## src/design/axi_ls_pkg.sv

```systemverilog
package axi_ls_pkg;

    // data path widths
    localparam int XLEN      = 64;
    localparam int STRB_W    = XLEN / 8;
    localparam int ID_W      = 4;
    localparam int MEM_WORDS = 256;
    localparam int MEM_IDX_W = $clog2(MEM_WORDS);  // word index, addr bits 10:3

    // slave wait-state generator
    localparam int LFSR_W = 8;
    localparam logic [LFSR_W-1:0] LFSR_SEED = 8'ha5;

    typedef logic [XLEN-1:0]   addr_t;
    typedef logic [XLEN-1:0]   data_t;
    typedef logic [STRB_W-1:0] strb_t;
    typedef logic [1:0]        resp_t;

    localparam resp_t RESP_OKAY   = 2'b00;
    localparam resp_t RESP_SLVERR = 2'b10;

    // single-beat transfer attributes
    localparam logic [ID_W-1:0] AXI_ID           = 4'h1;
    localparam logic [7:0]      AXI_LEN          = 8'h00;              // one beat
    localparam logic [2:0]      AXI_SIZE         = 3'($clog2(STRB_W)); // full bus width
    localparam logic [1:0]      AXI_BURST_INCR   = 2'b01;
    localparam logic [2:0]      AXI_PROT_DATA    = 3'b000;  // unprivileged, secure, data
    localparam logic [3:0]      AXI_CACHE_NORMAL = 4'b0010; // normal, non-cacheable

    // write machine: address, data, then response and hold
    typedef enum logic [1:0] {
        W_IDLE    = 2'b00,
        W_AW_WAIT = 2'b01,
        W_W_WAIT  = 2'b11,
        W_B_DONE  = 2'b10
    } w_state_t;

    // read machine: address, then data and hold
    typedef enum logic [1:0] {
        R_IDLE    = 2'b00,
        R_AR_WAIT = 2'b01,
        R_R_WAIT  = 2'b11,
        R_R_DONE  = 2'b10
    } r_state_t;

endpackage
```

## src/design/axi_ls_rdata_hold.sv

```systemverilog
`timescale 1ns/100ps

module axi_ls_rdata_hold (
    input  logic               clock,
    input  logic               reset,
    input  logic               capture_i,
    input  logic               show_i,
    input  axi_ls_pkg::data_t  r_data_i,
    input  axi_ls_pkg::resp_t  r_resp_i,
    output axi_ls_pkg::data_t  rdata_o,
    output logic               r_err_o
);
    import axi_ls_pkg::*;

    data_t data_q;
    logic  err_q;

    always_ff @(posedge clock) begin
        if (capture_i) data_q <= r_data_i;  // r handshake
    end

    always_ff @(posedge clock or negedge reset) begin
        if (!reset) begin
            err_q <= 1'b0;
        end else if (capture_i) begin
            err_q <= (r_resp_i != RESP_OKAY);
        end
    end

    // zero whenever the result is not shown
    assign rdata_o = show_i ? data_q : '0;
    assign r_err_o = err_q;

endmodule

```

## config.mk

```make
export PLATFORM = sky130hd
export DESIGN_NAME = axi_ls_rdata_hold
export DESIGN_NICKNAME = d
export VERILOG_FILES = /design/src/design/axi_ls_pkg.sv /design/src/design/axi_ls_rdata_hold.sv
export SDC_FILE = /design/constraint.sdc
export NUM_CORES = 1
export LEC_CHECK = 0
export ABC_AREA = 1
export BUFFER_PORTS_ARGS = -buffer_cell sky130_fd_sc_hd__buf_2
export CORE_ASPECT_RATIO = 1.5
export CORE_MARGIN = 3
export CORE_UTILIZATION = 42
export CTS_BUF_LIST = sky130_fd_sc_hd__clkbuf_4
export DETAILED_ROUTE_END_ITERATION = 10
export MAX_ROUTING_LAYER = met4
export PLACE_DENSITY = 0.87
export SLEW_MARGIN = 20
export SYNTH_ARGS = -nofsm -noshare
export SYNTH_HDL_FRONTEND = slang
export SYNTH_SLANG_ARGS = --single-unit
```

## constraint.sdc

```tcl
create_clock -name clock -period 0.8 [get_ports clock]
set_input_delay 0.12 -clock clock [delete_from_list [all_inputs] [get_ports clock]]
set_output_delay 0.12 -clock clock [all_outputs]
set_load 0.02 [all_outputs]
```

==> flow_summary.json <==
{
  "run_status": "complete, but fails checks",
  "violations": "setup timing",
  "grt_overflow": 0,
  "post-synth-top-count-cell": "sky130_fd_sc_hd__nand2_1",
  "grt_util_all_layers_pct": 23.47,
  "clk-insertion-delay-late_ns": 0.41,
  "floorplan.die.width_um": 69.28,
  "synth_edf_count": 64,
  "synth_area_per_cell_um2": 12.36,
  "die-area_um2": 6991,
  "routabilityCongestion": 0.8038,
  "worst_path_max_delay_cell": "sky130_fd_sc_hd__edfxtp_1",
  "port_buffers": 134,
  "power_density_nw_per_um2": 1673,
  "synth.top_cell.area_share_pct": 76.19,
  "design.final.nets": 486,
  "grt_max_degree": 44,
  "worstSetupPathType": "flop to output pin",
  "synth.yosys.warnings": 0,
  "drt_first_pass_iters": 5,
  "timing.critical_path.arrival_ns": 1.09,
  "timing.final.ws_setup_ns": -0.4095,
  "post-dp-hpwl_um": 4056,
  "detail-route-antenna-nets": 0,
  "grt_pass1_wl_um": 11620,
  "floorplan.io_pins": 135,
  "syn2layout_area_growth_pct": 77.18,
  "period_utilization_post_route_pct": 151.2,
  "synth_largest_area_cell": "sky130_fd_sc_hd__edfxtp_1",
  "detailedRoute.firstIterationViolations": 113,
  "synthesis.instances": 204,
  "p_total_mw": 7.476,
  "clock_sinks": 65,
  "finalWorstPathRequiredPeriod_ns": 1.210,
  "setup_tns_ns": -22.52,
  "clk_transition_reported_paths_ns": 0.11,
  "worst_setup_path_end_kind": "output pin",
  "synth_top_cells_by_area": "sky130_fd_sc_hd__edfxtp_1, sky130_fd_sc_hd__nand2_1, sky130_fd_sc_hd__inv_1",
  "synthArstFlopShare_pct": 1.538,
  "critical_path.cell_chain": "nand2_1 > inv_1 > buf_6",
  "cts_root_buf": "sky130_fd_sc_hd__clkbuf_4",
  "detail_route.wirelength_um": 7609,
  "mappedNetlistNets": 274,
  "count_of_fill_cells_added_during_filler_insertion": 327,
  "cts-root-to-sink-buffers": 2,
  "synthDistinctLibCells": 6,
  "synth-main-ff-cell": "sky130_fd_sc_hd__edfxtp_1",
  "timing.critical_path.required_ns": 0.68,
  "netlist_area_um2": 2522,
  "register_area_share_after_synthesis_pct": 77.18,
  "antennaDiodeCount": 0,
  "grt_antenna_before_repair": 0,
  "first_global_vias": 2437,
  "drc_errors": 0,
  "critical_path.max_stage_delay_ns": 0.44,
  "tightest_pin_transition_ns": 0.2098,
  "die-height_um": 100.9,
  "detailroute.via_count": 2187,
  "route.detailed.wl_per_inst_um": 15.53,
  "vias_per_cell": 4.463,
  "rsz0062_at_grt": "yes",
  "rows": 33,
  "initial_utilization_pct": 44.59,
  "tritoncts_clock_tree": "done",
  "max_freq_mhz": 826.8,
  "drive_above_1_share_pct": 45.71,
  "hold_path_class": "input pin to flop",
  "timing.max_cap.violations": 0,
  "post_synth_most_frequent_cells": "sky130_fd_sc_hd__nand2_1, sky130_fd_sc_hd__inv_1, sky130_fd_sc_hd__edfxtp_1",
  "power.static_leakage_nw": 2.283,
  "cts_bufs_inserted": 9,
  "power.ir.vdd_worst_uv": 1744,
  "finClkSkew_ns": 0,
  "worstSetupStartpointType": "flop",
  "final_report_max_slew_violation_count": 0,
  "finalHoldViolations": 0,
  "synth.ff_latch_count": 65,
  "placeableCoreArea_um2": 5657,
  "maximum_level_of_the_cts_h_tree": 3,
  "timing.slew.headroom_pct": 86.01,
  "critical_path_peak_fanout": 1,
  "setup_violations": 65,
  "final_util_pct": 79.01
}
-- metal layers --
layer	global-route usage [%]	vias to the layer above	share of wire, %
li1	-	1038	-
met1	20.19	1026	30
met2	45.66	97	61
met3	4.790	26	4.1
met4	13.68	0	4.3
met5	-	-	0
-- sequential cells by signal (all words and copies together) (netlist names) --
| signal | count |
|---|---|
| r_err_o | 1 |
| data_q | 64 |
-- final timing paths --
kind                       cells after the start  slack (ns)                  from              endpoint
setup / recovery                               3       -0.41  data_q[55]$_DFFE_PP_           rdata_o[55]
hold / removal                                 2        0.18             capture_i  data_q[12]$_DFFE_PP_
setup reg to reg                               3        0.04   r_err_o$_DFFE_PN0P_   r_err_o$_DFFE_PN0P_
hold reg to reg                                3        0.63   r_err_o$_DFFE_PN0P_   r_err_o$_DFFE_PN0P_
max in group asynchronous                      3        0.17                 reset   r_err_o$_DFFE_PN0P_
min in group asynchronous                      3        0.53                 reset   r_err_o$_DFFE_PN0P_
-- placed cells by master, fill, tap and decap left out, drive strengths merged --
master,count
dfrtp,1
o21ai,1
clkinv,5
inv,65
dlygate4sd3,68
buf,140
edfxtp,64
clkbuf,10
nand2,66
-- cell type report --
cell class / count / area (um2) / share of cell area, %
multi-input combinational: 67 / 257.7 / 5.767
sequential: 65 / 1947 / 43.56
timing repair buffer: 208 / 1834 / 41.04
clock inverter: 5 / 23.77 / 0.5319
tap: 70 / 87.58 / 1.960
clock buffer: 10 / 75.07 / 1.680
inverter: 65 / 244.0 / 5.459
-- metrics by stage --
stage                     instance area, um2  hold slack [ns]  cells  setup slack, ns
after floorplan                         2522          -0.1756    204           0.1137
after global placement                  3277          -0.1039    406         -0.05537
after CTS                               4432           0.1667    489          -0.4104
final                                   4469           0.1812    490          -0.4095
after global routing                    4469           0.1691    490          -0.4588
after detailed placement                3277          -0.1045    406         -0.09246
-- cells by family (layout without fill, tap and decap cells) --
kind of cell,after synthesis,after routing,share of synthesized area [%]
DFF,65,65,77.18
AOI/OAI and AO/OA,1,1,0.1982
and+or+nand+nor,66,66,9.822
buffers and inverters,72,288,12.80
-- power by group --
group	total, mW	internal, mW	switching, mW
logic	1.63	0.845	0.781
registers	4.12	4.04	0.0861
clock network	1.73	0.626	1.10
-- worst max-delay path: cells and delay by family, from the launching register on --
kind	cells	cell delay (ns)
and+or+nand+nor	1	0.08
DFF	1	0.44
buffers and inverters	2	0.16
-- what timing repair did --
| item | in CTS | in global routing |
|---|---|---|
| pin swaps | 39 | 5 |
| hold buffers | 68 | 0 |
| setup buffers | 0 | 1 |
| hold endpoints to repair | 66 | 0 |
| gates resized for setup | 120 | 46 |
| endpoints found under the setup margin | 65 | 65 |
(Power assumes the default switching activity.)
