$ cat config.mk
export PLATFORM = sky130hd
export DESIGN_NAME = axi_ls_ctrl
export DESIGN_NICKNAME = d
export VERILOG_FILES = /design/src/design/axi_ls_pkg.sv /design/src/design/axi_ls_ctrl.sv
export SDC_FILE = /design/constraint.sdc
export NUM_CORES = 1
export LEC_CHECK = 0
export BUFFER_PORTS_ARGS = -buffer_cell sky130_fd_sc_hd__buf_2
export CAP_MARGIN = 10
export CORE_AREA = 10 10 47 49
export DETAILED_ROUTE_END_ITERATION = 12
export DIE_AREA = 0 0 57 59
export GPL_TIMING_DRIVEN = 1
export SLEW_MARGIN = 20
export SYNTH_ARGS = -nofsm -noshare
export SYNTH_HDL_FRONTEND = slang
export SYNTH_SLANG_ARGS = --single-unit
$ cat constraint.sdc
create_clock -name clock -period 1.2 [get_ports clock]
set_input_delay 0.06 -clock clock [delete_from_list [all_inputs] [get_ports clock]]
set_output_delay 0.06 -clock clock [all_outputs]
set_load 0.005 [all_outputs]
$ cat src/design/axi_ls_pkg.sv
package axi_ls_pkg;

    // data path widths
    localparam int XLEN      = 64;
    localparam int STRB_W    = XLEN / 8;
    localparam int ID_W      = 4;
    localparam int MEM_WORDS = 256;
    localparam int MEM_IDX_W = $clog2(MEM_WORDS);  // word index, addr bits 10:3

    // slave wait-state generator
    localparam int LFSR_W = 8;
    localparam logic [LFSR_W-1:0] LFSR_SEED = 8'ha5;

    typedef logic [XLEN-1:0]   addr_t;
    typedef logic [XLEN-1:0]   data_t;
    typedef logic [STRB_W-1:0] strb_t;
    typedef logic [1:0]        resp_t;

    localparam resp_t RESP_OKAY   = 2'b00;
    localparam resp_t RESP_SLVERR = 2'b10;

    // single-beat transfer attributes
    localparam logic [ID_W-1:0] AXI_ID           = 4'h1;
    localparam logic [7:0]      AXI_LEN          = 8'h00;              // one beat
    localparam logic [2:0]      AXI_SIZE         = 3'($clog2(STRB_W)); // full bus width
    localparam logic [1:0]      AXI_BURST_INCR   = 2'b01;
    localparam logic [2:0]      AXI_PROT_DATA    = 3'b000;  // unprivileged, secure, data
    localparam logic [3:0]      AXI_CACHE_NORMAL = 4'b0010; // normal, non-cacheable

    // write machine: address, data, then response and hold
    typedef enum logic [1:0] {
        W_IDLE    = 2'b00,
        W_AW_WAIT = 2'b01,
        W_W_WAIT  = 2'b11,
        W_B_DONE  = 2'b10
    } w_state_t;

    // read machine: address, then data and hold
    typedef enum logic [1:0] {
        R_IDLE    = 2'b00,
        R_AR_WAIT = 2'b01,
        R_R_WAIT  = 2'b11,
        R_R_DONE  = 2'b10
    } r_state_t;

endpackage
$ cat src/design/axi_ls_ctrl.sv
`timescale 1ns/100ps

module axi_ls_ctrl (
    input  logic               clock,
    input  logic               reset,
    input  logic               rd_valid_i,
    input  logic               wr_valid_i,
    input  logic               addr_same_i,
    input  logic               aw_ready_i,
    input  logic               w_ready_i,
    input  logic               b_valid_i,
    input  axi_ls_pkg::resp_t  b_resp_i,
    input  logic               ar_ready_i,
    input  logic               r_valid_i,
    input  logic               r_err_i,
    output logic               aw_valid_o,
    output logic               w_valid_o,
    output logic               b_ready_o,
    output logic               ar_valid_o,
    output logic               r_ready_o,
    output logic               addr_load_o,
    output logic               rdata_show_o,
    output logic               rd_ready_o,
    output logic               wr_ok_o,
    output logic               err_o
);
    import axi_ls_pkg::*;

    w_state_t w_state_q, w_state_d;
    r_state_t r_state_q, r_state_d;
    logic     b_seen_q;   // b response taken in b_done
    resp_t    b_resp_q;
    logic     aw_hs, w_hs, b_hs, ar_hs, r_hs;
    logic     wr_show, rd_show;

    assign aw_hs = aw_valid_o & aw_ready_i;
    assign w_hs  = w_valid_o & w_ready_i;
    assign b_hs  = b_valid_i & b_ready_o;
    assign ar_hs = ar_valid_o & ar_ready_i;
    assign r_hs  = r_valid_i & r_ready_o;

    always_comb begin
        w_state_d = w_state_q;
        case (w_state_q)
            W_IDLE:    if (wr_valid_i) w_state_d = W_AW_WAIT;
            W_AW_WAIT: if (aw_hs) w_state_d = W_W_WAIT;
            W_W_WAIT:  if (w_hs) w_state_d = W_B_DONE;
            W_B_DONE: begin
                // leave only once the response is in
                if (b_seen_q) begin
                    if (!wr_valid_i) begin
                        w_state_d = W_IDLE;
                    end else if (!addr_same_i) begin
                        w_state_d = W_AW_WAIT;  // new address, no idle pass
                    end
                end
            end
            default:   w_state_d = W_IDLE;
        endcase
    end

    always_comb begin
        r_state_d = r_state_q;
        case (r_state_q)
            R_IDLE:    if (rd_valid_i) r_state_d = R_AR_WAIT;
            R_AR_WAIT: if (ar_hs) r_state_d = R_R_WAIT;
            R_R_WAIT:  if (r_hs) r_state_d = R_R_DONE;
            R_R_DONE: begin
                if (!rd_valid_i) begin
                    r_state_d = R_IDLE;
                end else if (!addr_same_i) begin
                    r_state_d = R_AR_WAIT;
                end
            end
            default:   r_state_d = R_IDLE;
        endcase
    end

    always_ff @(posedge clock or negedge reset) begin
        if (!reset) begin
            w_state_q <= W_IDLE;
            r_state_q <= R_IDLE;
            b_seen_q  <= 1'b0;
            b_resp_q  <= RESP_OKAY;
        end else begin
            w_state_q <= w_state_d;
            r_state_q <= r_state_d;
            if (b_hs) begin
                b_seen_q <= 1'b1;
                b_resp_q <= b_resp_i;
            end else if (w_state_d != W_B_DONE) begin
                b_seen_q <= 1'b0;
            end
        end
    end

    assign aw_valid_o  = (w_state_q == W_AW_WAIT);
    assign w_valid_o   = (w_state_q == W_W_WAIT);
    assign b_ready_o   = (w_state_q == W_B_DONE) && !b_seen_q;
    assign ar_valid_o  = (r_state_q == R_AR_WAIT);
    assign r_ready_o   = (r_state_q == R_R_WAIT);
    assign addr_load_o = aw_valid_o | ar_valid_o;

    // status only while request and address still match
    assign wr_show = (w_state_q == W_B_DONE) && b_seen_q && wr_valid_i && addr_same_i;
    assign rd_show = (r_state_q == R_R_DONE) && rd_valid_i && addr_same_i;

    assign rdata_show_o = rd_show;
    assign rd_ready_o   = rd_show;
    assign wr_ok_o      = wr_show;
    assign err_o        = (wr_show && (b_resp_q == RESP_SLVERR)) || (rd_show && r_err_i);

endmodule

==> metrics.yaml <==
timing:
  period_needed_ps: 1290
  final_hold_viol_count: 0
  fin_ws_ps: -94.3
  rsz0062_at_grt: "true"
  period_share_pct: 108
  relSlewSlack_pct: 83.9
  setup_violations: 6
  drv_slew: 0
  max_slew.worst_pin.slew_ps: 239
  final.setup.tns_ps: -462
  finClkSkew_ps: 1.52
  fmax_mhz: 773
synthesis:
  synth_edf_count: 0
  netlist_instances: 39
  synth_common_cells: "dfrtp_1, a21oi_1, nand3_1, nor2_1"
  synth_area_sq_um: 409
  post-synth-top-count-cell: "dfrtp_1"
  yosysTopAreaCell: "dfrtp_1"
  ys_async_sr_fraction_pct: 100
  yosysUniqueCellTypes: 22
  seq_area_frac_synth_pct: 42.8
  avgSynthCellArea_sq_um: 10.5
  ys_top_cells_by_area: "dfrtp_1, mux2_4, a21oi_1"
  synthFlopType: "dfrtp_1"
  synthesis.nets: 52
  yosys.area.top_type_share_pct: 42.8
  synth.ff_latch_count: 7
  ys_warn_count: 0
critical_path:
  worst_setup_path_start_kind: "flop"
  reg2reg_from: "w_state_q[0]"
  reg2reg_slack_ps: -90
  cp.required_ps: 1340
  path_max_fanout: 4
  rr_worst_depth: 4
  timing.rr.end: "b_resp_q[1]"
  crit_path_end: "b_resp_q[1]"
  cp.arrival_ps: 1430
  critical_path_class: "reg2reg"
  startpoint: "w_state_q[0]"
  worstSetupEndpointType: "flop"
run_status:
  status: "complete, but fails checks"
  violations: "negative setup slack"
placement:
  dpl.cell_count: 79
  io_buffers: 22
  gp_congestion: 0.791
  hpwl_um: 901
cts:
  cts_num_sinks: 7
  root_buffer: "clkbuf_4"
  path_clk_slew_ps: 50
  clockBufferDepth: 2
  clk_latency_ps: 250
  cts_max_level: 1
  cts-buffers-inserted: 3
  cts_tree: "built"
global_route:
  grt_start_max_net_pins: 8
  grt_pass1_vias: 464
  grt_use_total_pct: 7.83
  grt_overflow_total: 0
  antenna_found_initial: 0
  grt_pass1_wl_mm: 1.98
power_and_ir_drop:
  vdd_drop_max_uv: 941
  swShare_pct: 32.2
  power_density_nw_per_um2: 2390
  pwr-share-comb_pct: 62.1
  pwr-share-seq_pct: 25.7
  leakage_nw: 0.378
  pwr-share-clk_pct: 12.1
  intPower_mw: 1.19
  p_sw_mw: 0.568
detailed_routing:
  firstDrtPassIters: 4
  wl_mm: 1.28
  drcViolationCount: 0
  drt-vias-per-instance: 4.81
  drt_first_iter_violations: 3
  wire_per_inst_um: 13.8
  postRouteAntennaNets: 0
  via_count: 447
finish:
  n_antenna_cell: 0
  fillers: 134
  drive_gt1_share_pct: 71.4
  nets: 91
  syn_to_final_growth_pct: 80.4
  instances_no_fill: 93
floorplan:
  dieHeight_um: 59
  initial_core_util_pct: 29.2
  die_area_sq_um: 3360
  num_rows: 14
  core-area_sq_um: 1400
  io_pins: 23
  dieWidth_um: 57
min_path:
  hp-class: "in2reg"
job:
  max_cap_violations: 0
[critical path, stage by stage, from the launching register on]
cell and delay, ps:
dfrtp_2 420, buf_4 150, nor3b_4 190, nand2_2 110, mux2_4 300
[power by group through the flow]
stage	Clock, mW	Combinational [mW]	Sequential, mW
6_report	0.214	1.09	0.454
5_1_grt	0.256	1.21	0.465
4_1_cts	0.227	0.923	0.435
3_5_place_dp	0	0.645	0.468
3_3_place_gp	0	0.644	0.462
2_1_floorplan	0	0.385	0.452
[worst min path at each step]
stage / slack (ps) / start / cells after the start / endpoint
after floorplan: -240 / reset / 0 / b_resp_q[0]
after CTS: 30 / b_resp_i[0] / 2 / b_resp_q[0]
after global placement: -100 / reset / 1 / b_seen_q
after global routing: 20 / b_resp_i[0] / 2 / b_resp_q[0]
after detailed placement: -100 / reset / 1 / b_resp_q[0]
final: 40 / b_resp_i[0] / 2 / b_resp_q[0]
[cells in the final DEF, fill, tap and decap left out]
master / n
a21bo_1: 1
a21boi_0: 1
a21oi_1: 3
a21oi_2: 1
a32o_1: 1
and2_2: 1
and2_4: 1
and2b_2: 1
and4b_1: 1
buf_2: 20
buf_4: 5
buf_6: 9
clkbuf_1: 1
clkbuf_4: 3
dfrtp_1: 5
dfrtp_2: 2
dlygate4sd3_1: 1
inv_1: 2
mux2_2: 1
mux2_4: 2
nand2_2: 1
nand2b_4: 1
nand3_1: 2
nand3_2: 1
nor2_1: 2
nor2_4: 1
nor2b_2: 1
nor2b_4: 1
nor3b_4: 1
o21ai_0: 2
o221a_2: 1
or2_4: 1
[stage by stage]
| stage | worst slack (ps) | power [mW] | instance area (sq um) | utilization (%) | hold WS, ps |
|---|---|---|---|---|---|
| global route | -150 | 1.93 | 738 | 52.7 | 17.2 |
| floorplan | 24.3 | 0.837 | 409 | - | -236 |
| detailed placement | 12.2 | 1.11 | 554 | 39.6 | -98.0 |
| global placement | 47.5 | 1.11 | 554 | 39.6 | -99.6 |
| finish | -94.3 | 1.76 | 738 | 52.7 | 40.9 |
| CTS | -98.0 | 1.59 | 676 | 48.2 | 30.6 |
[cells by family (layout without fill, tap and decap cells)]
group	count (synthesis)	after routing	share of synthesized area, %
compound gates	10	10	16.8
simple gates	16	16	26.6
mux	3	3	10.1
buf+inv	3	41	3.67
flops	7	7	42.8
[metal layers]
| metal | up-vias | part of all wire [%] | track usage, % |
|---|---|---|---|
| li1 | 216 | - | - |
| met1 | 212 | 36 | 6.66 |
| met2 | 17 | 54 | 13.0 |
| met3 | 2 | 8.4 | 4.29 |
| met4 | 0 | 1.5 | 7.05 |
| met5 | - | 0 | 0 |
[sequential cells by signal, indices dropped and copies added, names as in the netlist]
name	cells
b_resp_q	2
r_state_q	2
w_state_q	2
b_seen_q	1
[what timing repair did]
action	CTS	global route
gates resized for setup	7	14
buffers inserted	8	1
setup endpoints to repair	7	12
hold buffers	1	0
pin swaps	4	4
endpoints found under the hold margin	7	0
[layout make-up]
cell class	instances	area, sq um	area share [%]
Multi-Input combinational cell	29	258	34.9
Timing Repair Buffer	35	249	33.7
Sequential cell	7	178	24.1
Clock buffer	4	26.3	3.56
Tap cell	16	20.0	2.71
Inverter	2	7.51	1.02
(Power assumes the default switching activity.)
