`src/design/axi_ls_pkg.sv`:
```
package axi_ls_pkg;

    // data path widths
    localparam int XLEN      = 64;
    localparam int STRB_W    = XLEN / 8;
    localparam int ID_W      = 4;
    localparam int MEM_WORDS = 256;
    localparam int MEM_IDX_W = $clog2(MEM_WORDS);  // word index, addr bits 10:3

    // slave wait-state generator
    localparam int LFSR_W = 8;
    localparam logic [LFSR_W-1:0] LFSR_SEED = 8'ha5;

    typedef logic [XLEN-1:0]   addr_t;
    typedef logic [XLEN-1:0]   data_t;
    typedef logic [STRB_W-1:0] strb_t;
    typedef logic [1:0]        resp_t;

    localparam resp_t RESP_OKAY   = 2'b00;
    localparam resp_t RESP_SLVERR = 2'b10;

    // single-beat transfer attributes
    localparam logic [ID_W-1:0] AXI_ID           = 4'h1;
    localparam logic [7:0]      AXI_LEN          = 8'h00;              // one beat
    localparam logic [2:0]      AXI_SIZE         = 3'($clog2(STRB_W)); // full bus width
    localparam logic [1:0]      AXI_BURST_INCR   = 2'b01;
    localparam logic [2:0]      AXI_PROT_DATA    = 3'b000;  // unprivileged, secure, data
    localparam logic [3:0]      AXI_CACHE_NORMAL = 4'b0010; // normal, non-cacheable

    // write machine: address, data, then response and hold
    typedef enum logic [1:0] {
        W_IDLE    = 2'b00,
        W_AW_WAIT = 2'b01,
        W_W_WAIT  = 2'b11,
        W_B_DONE  = 2'b10
    } w_state_t;

    // read machine: address, then data and hold
    typedef enum logic [1:0] {
        R_IDLE    = 2'b00,
        R_AR_WAIT = 2'b01,
        R_R_WAIT  = 2'b11,
        R_R_DONE  = 2'b10
    } r_state_t;

endpackage
```
`src/design/axi_ls_addr_hold.sv`:
```
`timescale 1ns/100ps

module axi_ls_addr_hold (
    input  logic               clock,
    input  logic               reset,
    input  logic               load_i,
    input  axi_ls_pkg::addr_t  addr_i,
    output logic               addr_same_o
);
    import axi_ls_pkg::*;

    addr_t addr_q;  // address of the transfer in flight

    // tracks the core address while aw or ar is issued
    always_ff @(posedge clock or negedge reset) begin
        if (!reset) begin
            addr_q <= '0;
        end else if (load_i) begin
            addr_q <= addr_i;
        end
    end

    // repeated request vs new one
    assign addr_same_o = (addr_q == addr_i);

endmodule

```
`config.mk`:
```
export PLATFORM = sky130hd
export DESIGN_NAME = axi_ls_addr_hold
export DESIGN_NICKNAME = d
export VERILOG_FILES = /design/src/design/axi_ls_pkg.sv /design/src/design/axi_ls_addr_hold.sv
export SDC_FILE = /design/constraint.sdc
export NUM_CORES = 1
export LEC_CHECK = 0
export CORE_ASPECT_RATIO = 0.75
export CORE_MARGIN = 1.5
export CORE_UTILIZATION = 33
export CTS_BUF_LIST = sky130_fd_sc_hd__clkbuf_16
export CTS_CLUSTER_SIZE = 28
export DETAILED_ROUTE_END_ITERATION = 12
export DONT_BUFFER_PORTS = 1
export SLEW_MARGIN = 20
export SYNTH_ARGS = -nofsm -noshare
export SYNTH_HDL_FRONTEND = slang
export SYNTH_SLANG_ARGS = --single-unit
```
`constraint.sdc`:
```
create_clock -name clock -period 1.6 [get_ports clock]
set_input_delay 0.24 -clock clock [delete_from_list [all_inputs] [get_ports clock]]
set_output_delay 0.24 -clock clock [all_outputs]
set_load 0.02 [all_outputs]
```
==> results of run 1 <==
-- metrics by stage --
| stage | std cells | hold WS (ps) | setup TNS (ps) |
|---|---|---|---|
| after floorplan | 220 | -55.59 | 0 |
| after detailed placement | 332 | -53.82 | -471.8 |
| after global routing | 346 | -413.1 | -789.5 |
| after CTS | 346 | -404.9 | -727.4 |
| after global placement | 332 | -53.84 | -483.9 |
| final | 346 | -390.9 | -678.1 |
-- Yosys cell counts --
master	count
buf_2	7
dfrtp_1	64
mux2_2	64
nand4_1	4
nor4_1	16
nor4_2	1
xor2_1	64
-- metal layers --
metal,vias up,global-route usage (%),routed length (µm)
li1,793,-,-
met5,-,0,0
met1,805,14.60,2335
met4,0,5.114,90
met3,11,7.552,608
met2,47,15.50,2265
-- worst max-delay path, cell delays in order, from the launching register on --
cell and delay [ps]:
dfrtp_1 380, xor2_1 150, nor4_2 380, buf_4 170
nand4_1 160, nor4_4 290, buf_4 180
-- power by group through the flow --
| stage | clock [mW] | combinational, mW | sequential, mW |
|---|---|---|---|
| after floorplan | 0 | 0.357 | 1.89 |
| after global placement | 0 | 0.386 | 1.91 |
| after detailed placement | 0 | 0.392 | 1.91 |
| after CTS | 1.70 | 0.410 | 1.89 |
| after global routing | 1.77 | 0.444 | 1.91 |
| final | 1.63 | 0.400 | 1.89 |
-- area by class of cell --
type | count | area (µm²) | area share, %
flip-flops and latches | 64 | 1602 | 45.86
multi-input cells | 149 | 1453 | 41.60
clock buffers | 9 | 225.2 | 6.449
well taps | 112 | 140.1 | 4.013
repair buffers | 7 | 52.55 | 1.505
clock inverters | 5 | 20.02 | 0.5733
-- logic make-up (layout without fill, tap and decap cells) --
group	after synthesis	in the layout	synth area share, %
XOR/XNOR	64	64	18.35
multiplexers	64	64	23.59
flip-flops	64	64	52.42
AND/OR/NAND/NOR	21	21	4.504
buffers and inverters	7	21	1.146
-- cell usage in the layout (no fill, tap or decap) --
cell type and instances:
mux2_2 64, clkinv_1 1, buf_4 7, xor2_1 64
inv_1 3, nor4_2 4, nor4_4 1, nor4_1 12
nand4_1 4, clkbuf_16 9, dfrtp_1 64, clkinv_2 1
-- worst max path at each step --
stage / startpoint / slack, ps / end / cells past startpoint
floorplan: addr_q[28] / 10 / addr_same_o / 4
global placement: addr_q[34] / -480 / addr_same_o / 6
detailed placement: addr_q[34] / -470 / addr_same_o / 6
CTS: addr_q[35] / -730 / addr_same_o / 6
global route: addr_q[35] / -790 / addr_same_o / 6
finish: addr_q[35] / -680 / addr_same_o / 6
-- timing repair --
item,in CTS,in global routing
endpoints found under the hold margin,64,64
resized for setup,4,0
setup endpoints to repair,1,1
pin swaps,3,0
==> impl_metrics.tcl, run 1 <==
set metrics [dict create \
    status "finished, violations left" \
    failed_checks "negative hold slack, negative setup slack" \
    finalClockSkew_ps 0 \
    drive_gt1_share_pct 36.75 \
    rrSetupSlack_ps 830 \
    yosysTopAreaCellShare_pct 52.42 \
    fp.dieH_um 86.33 \
    clock_path_buffers 2 \
    gr-usage-all-layers_pct 11.62 \
    p_sw_share_pct 21.99 \
    first_global_vias 1645 \
    num-fill-cells 874 \
    dr_total_vias 1656 \
    numCtsBuffers 9 \
    p_total_mw 3.915 \
    largest_reg_flops 64 \
    reg_top3 "addr_q (64)" \
    fmax_mhz 439.0 \
    required_ps 1360 \
    ant_nets 0 \
    synth.cell_area_mm2 0.003055 \
    slew_headroom_pct 76.91 \
    ys_top_cells_by_area "dfrtp_1 (52%), mux2_2 (24%), xor2_1 (18%), nor4_1 (3.3%), buf_2 (1.1%)" \
    cts-htree-levels 3 \
    maxSlewViolCount 0 \
    intPower_mw 3.054 \
    syn-num-nets 287 \
    synthCells 220 \
    dieArea_mm2 0.009851 \
    setup_ws_ps -678.1 \
    antenna_found_initial 0 \
    yosysWarnings 0 \
    ys_types 7 \
    timing_worst_setup_path_type "flop to output pin" \
    grt-ovfl-total 0 \
    powerDensity_mw_per_mm2 1121 \
    p_sw_mw 0.8611 \
    fp.dieW_um 114.1 \
    clk_pin_slew_ps 50 \
    yosysTopAreaCell "dfrtp_1" \
    arrival_ps 2040 \
    period_needed_ps 2278 \
    drc 0 \
    vdd_ir_drop_max_uv 572.4 \
    rr_startpoint "addr_q[31]" \
    clk_latency_ps 320 \
    cts_tree "done" \
    max-cap-violations 0 \
    top_register "addr_q" \
    rsz0062_at_grt "yes" \
    grt_first_pass_wirelength_um 8307 \
    clockRootBuffer "clkbuf_16" \
    hold-worst-slack_ps -390.9 \
    post_cts_buffers 0 \
    power.share.clock_pct 41.6 \
    clock_sinks 64 \
    pre_cts_slack_ps -471.8 \
    place_area_mm2 0.003222 \
    fin_crit_sh_pct 142.4 \
    pwr-share-seq_pct 48.2 \
    post_drt_wl_per_cell_um 15.32 \
    gp_congestion 0.6960 \
    comb_power_share_pct 10.2 \
    core_area_mm2 0.009009 \
    antennaDiodeCount 0 \
    hold_viol 64 \
    ios 68 \
    rows 30 \
    vias_per_cell 4.786 \
    fin_area_mm2 0.003492 \
    finalSetupViolations 1 \
    ff2ff_path_depth 1 \
    yosysSeqAreaShare_pct 52.42 \
    final_nets 298 \
    io_buffers 0 \
    hp-class "primary input to asynchronous set/reset pin" \
    finalWirelength_um 5299 \
    grt_max_degree 65 \
    post-route-util_pct 38.76 \
    p_leak_nw 1.472 \
    start_util_pct 33.92 \
    r2r-end "addr_q[31]" \
    drt_first_pass_iters 2 \
    syn_to_final_growth_pct 14.29 \
    dp_hpwl_um 3730 \
    drtIter0Drc 24 \
    ys_ff_latch 64 \
    tightest_slew_ps 343.6 \
    critPathCaptureType "output pin" \
    path_max_fanout 2 \
    synth.avg_cell_area_um2 13.89 \
    crit_path_start_kind "flop" \
]
Power figures use the tool's default switching activity.
==> run 2, diff against run 1 <==
--- a/config.mk
+++ b/config.mk
@@ -12,6 +12,7 @@
 export CTS_CLUSTER_SIZE = 28
 export DETAILED_ROUTE_END_ITERATION = 12
 export DONT_BUFFER_PORTS = 1
+export PLACE_DENSITY = 0.44
 export SLEW_MARGIN = 20
 export SYNTH_ARGS = -nofsm -noshare
 export SYNTH_HDL_FRONTEND = slang
==> impl_metrics.tcl, run 2 (same netlist as run 1, synthesis figures left out) <==
set metrics [dict create \
    tightest_slew_ps 364.9 \
    fin_area_mm2 0.003450 \
    post_cts_buffers 0 \
    multiInputGateArea_mm2 0.001440 \
    rows 30 \
    maxSlewViolCount 0 \
    clk_pin_slew_ps 50 \
    arrival_ps 1970 \
    drive_gt1_share_pct 34.78 \
    grt_first_pass_wirelength_um 8942 \
    clock_path_buffers 2 \
    finalClockSkew_ps 0 \
    status "finished, violations left" \
    p_total_mw 3.904 \
    drc 0 \
    ant_nets 0 \
    rsz0062_at_grt "yes" \
    slew_headroom_pct 75.45 \
    place_area_mm2 0.003192 \
    finalWirelength_um 5550 \
    fmax_mhz 453.1 \
    ios 68 \
    cts_tree "done" \
    top_register "addr_q" \
    grt_max_degree 65 \
    final-instance-count-excl-fill 342 \
    dp.cells 328 \
    syn_to_final_growth_pct 12.90 \
    timing_worst_setup_path_type "flop to output pin" \
    period_needed_ps 2207 \
    reg_top3 "addr_q (64)" \
    fin_setup_tns_ps -607.0 \
    start_util_pct 33.92 \
    cts-htree-levels 3 \
    grt-ovfl-total 0 \
    dp_hpwl_um 3954 \
    fp.dieH_um 86.33 \
    failed_checks "negative hold slack, negative setup slack" \
    first_global_vias 1838 \
    dr_total_vias 1613 \
    post_drt_wl_per_cell_um 16.23 \
    crit_path_start_kind "flop" \
    ff_latch_area_mm2 0.001602 \
    core_area_mm2 0.009009 \
    dieArea_mm2 0.009851 \
    hp-class "primary input to asynchronous set/reset pin" \
    io_buffers 0 \
    clk_latency_ps 320 \
    vdd_ir_drop_max_uv 715.1 \
    vias_per_cell 4.716 \
    required_ps 1360 \
    clockRootBuffer "clkbuf_16" \
    max-cap-violations 0 \
    largest_reg_flops 64 \
    antenna_found_initial 0 \
    powerDensity_mw_per_mm2 1132 \
    setup_ws_ps -607.0 \
    path_max_fanout 2 \
    final_cell_mix "xor2_1 (64), mux2_2 (64), dfrtp_1 (64), nor4_1 (14), clkbuf_16 (9)" \
    gr-usage-all-layers_pct 12.27 \
    drtIter0Drc 27 \
    numCtsBuffers 9 \
    antennaDiodeCount 0 \
    critPathCaptureType "output pin" \
    p_leak_nw 1.449 \
    drt_first_pass_iters 2 \
    gp_congestion 0.7276 \
    fin_crit_sh_pct 137.9 \
    finalSetupViolations 1 \
    hold_viol 64 \
    fp.dieW_um 114.1 \
    final_nets 294 \
    num-fill-cells 857 \
    hold-worst-slack_ps -387.5 \
    clock_sinks 64 \
]
run 2: layer usage:
| layer | up-vias | share of wire, % | track usage, % |
|---|---|---|---|
| li1 | 777 | - | - |
| met1 | 782 | 44 | 14.96 |
| met2 | 43 | 45 | 18.46 |
| met3 | 11 | 8.2 | 5.804 |
| met4 | 0 | 2.1 | 5.795 |
| met5 | - | 0 | 0 |
run 2: worst paths after layout:
path / from / end / slack [ps] / cells after the start
worst max-delay path: addr_q[54] / addr_same_o / -610 / 6
worst min-delay path: reset / addr_q[63] / -390 / 0
worst max register to register: addr_q[9] / addr_q[9] / 820 / 1
worst min register to register: addr_q[4] / addr_q[4] / 520 / 1
max in group asynchronous: reset / addr_q[28] / 1890 / 0
min in group clock: addr_i[26] / addr_q[26] / 60 / 1
run 2: repair_timing:
action	in CTS	in global routing
pin swaps	1	0
cloned	0	0
gates resized for setup	1	1
endpoints found under the hold margin	64	64
endpoints found under the setup margin	1	1
run 2: power breakdown:
group	switching, mW	internal [mW]	total [mW]
sequential	0.102	1.79	1.89
clock	0.632	1.00	1.63
combinational	0.127	0.254	0.382
run 2: per-stage QoR:
step	hold WS [ps]	utilization [%]	worst slack [ps]
5_1_grt	-410.5	38.29	-739.4
3_5_place_dp	-54.03	35.43	-337.4
4_1_cts	-405.1	38.22	-658.2
2_1_floorplan	-55.59	-	12.40
6_report	-387.5	38.29	-607.0
3_3_place_gp	-53.80	35.43	-278.1
run 2: layout make-up:
class / count / area share (%)
sequential: 64 / 46.43
multi-input combinational: 149 / 41.75
clock buffer: 9 / 6.529
tap: 112 / 4.062
timing repair buffer: 3 / 0.6529
clock inverter: 5 / 0.5803
run 2: worst max-delay path: stages, from the launching register on:
cell and delay [ps]:
dfrtp_1 380, xor2_1 150, nor4_2 310, buf_4 170, nand4_1 130, nor4_4 310
buf_4 190
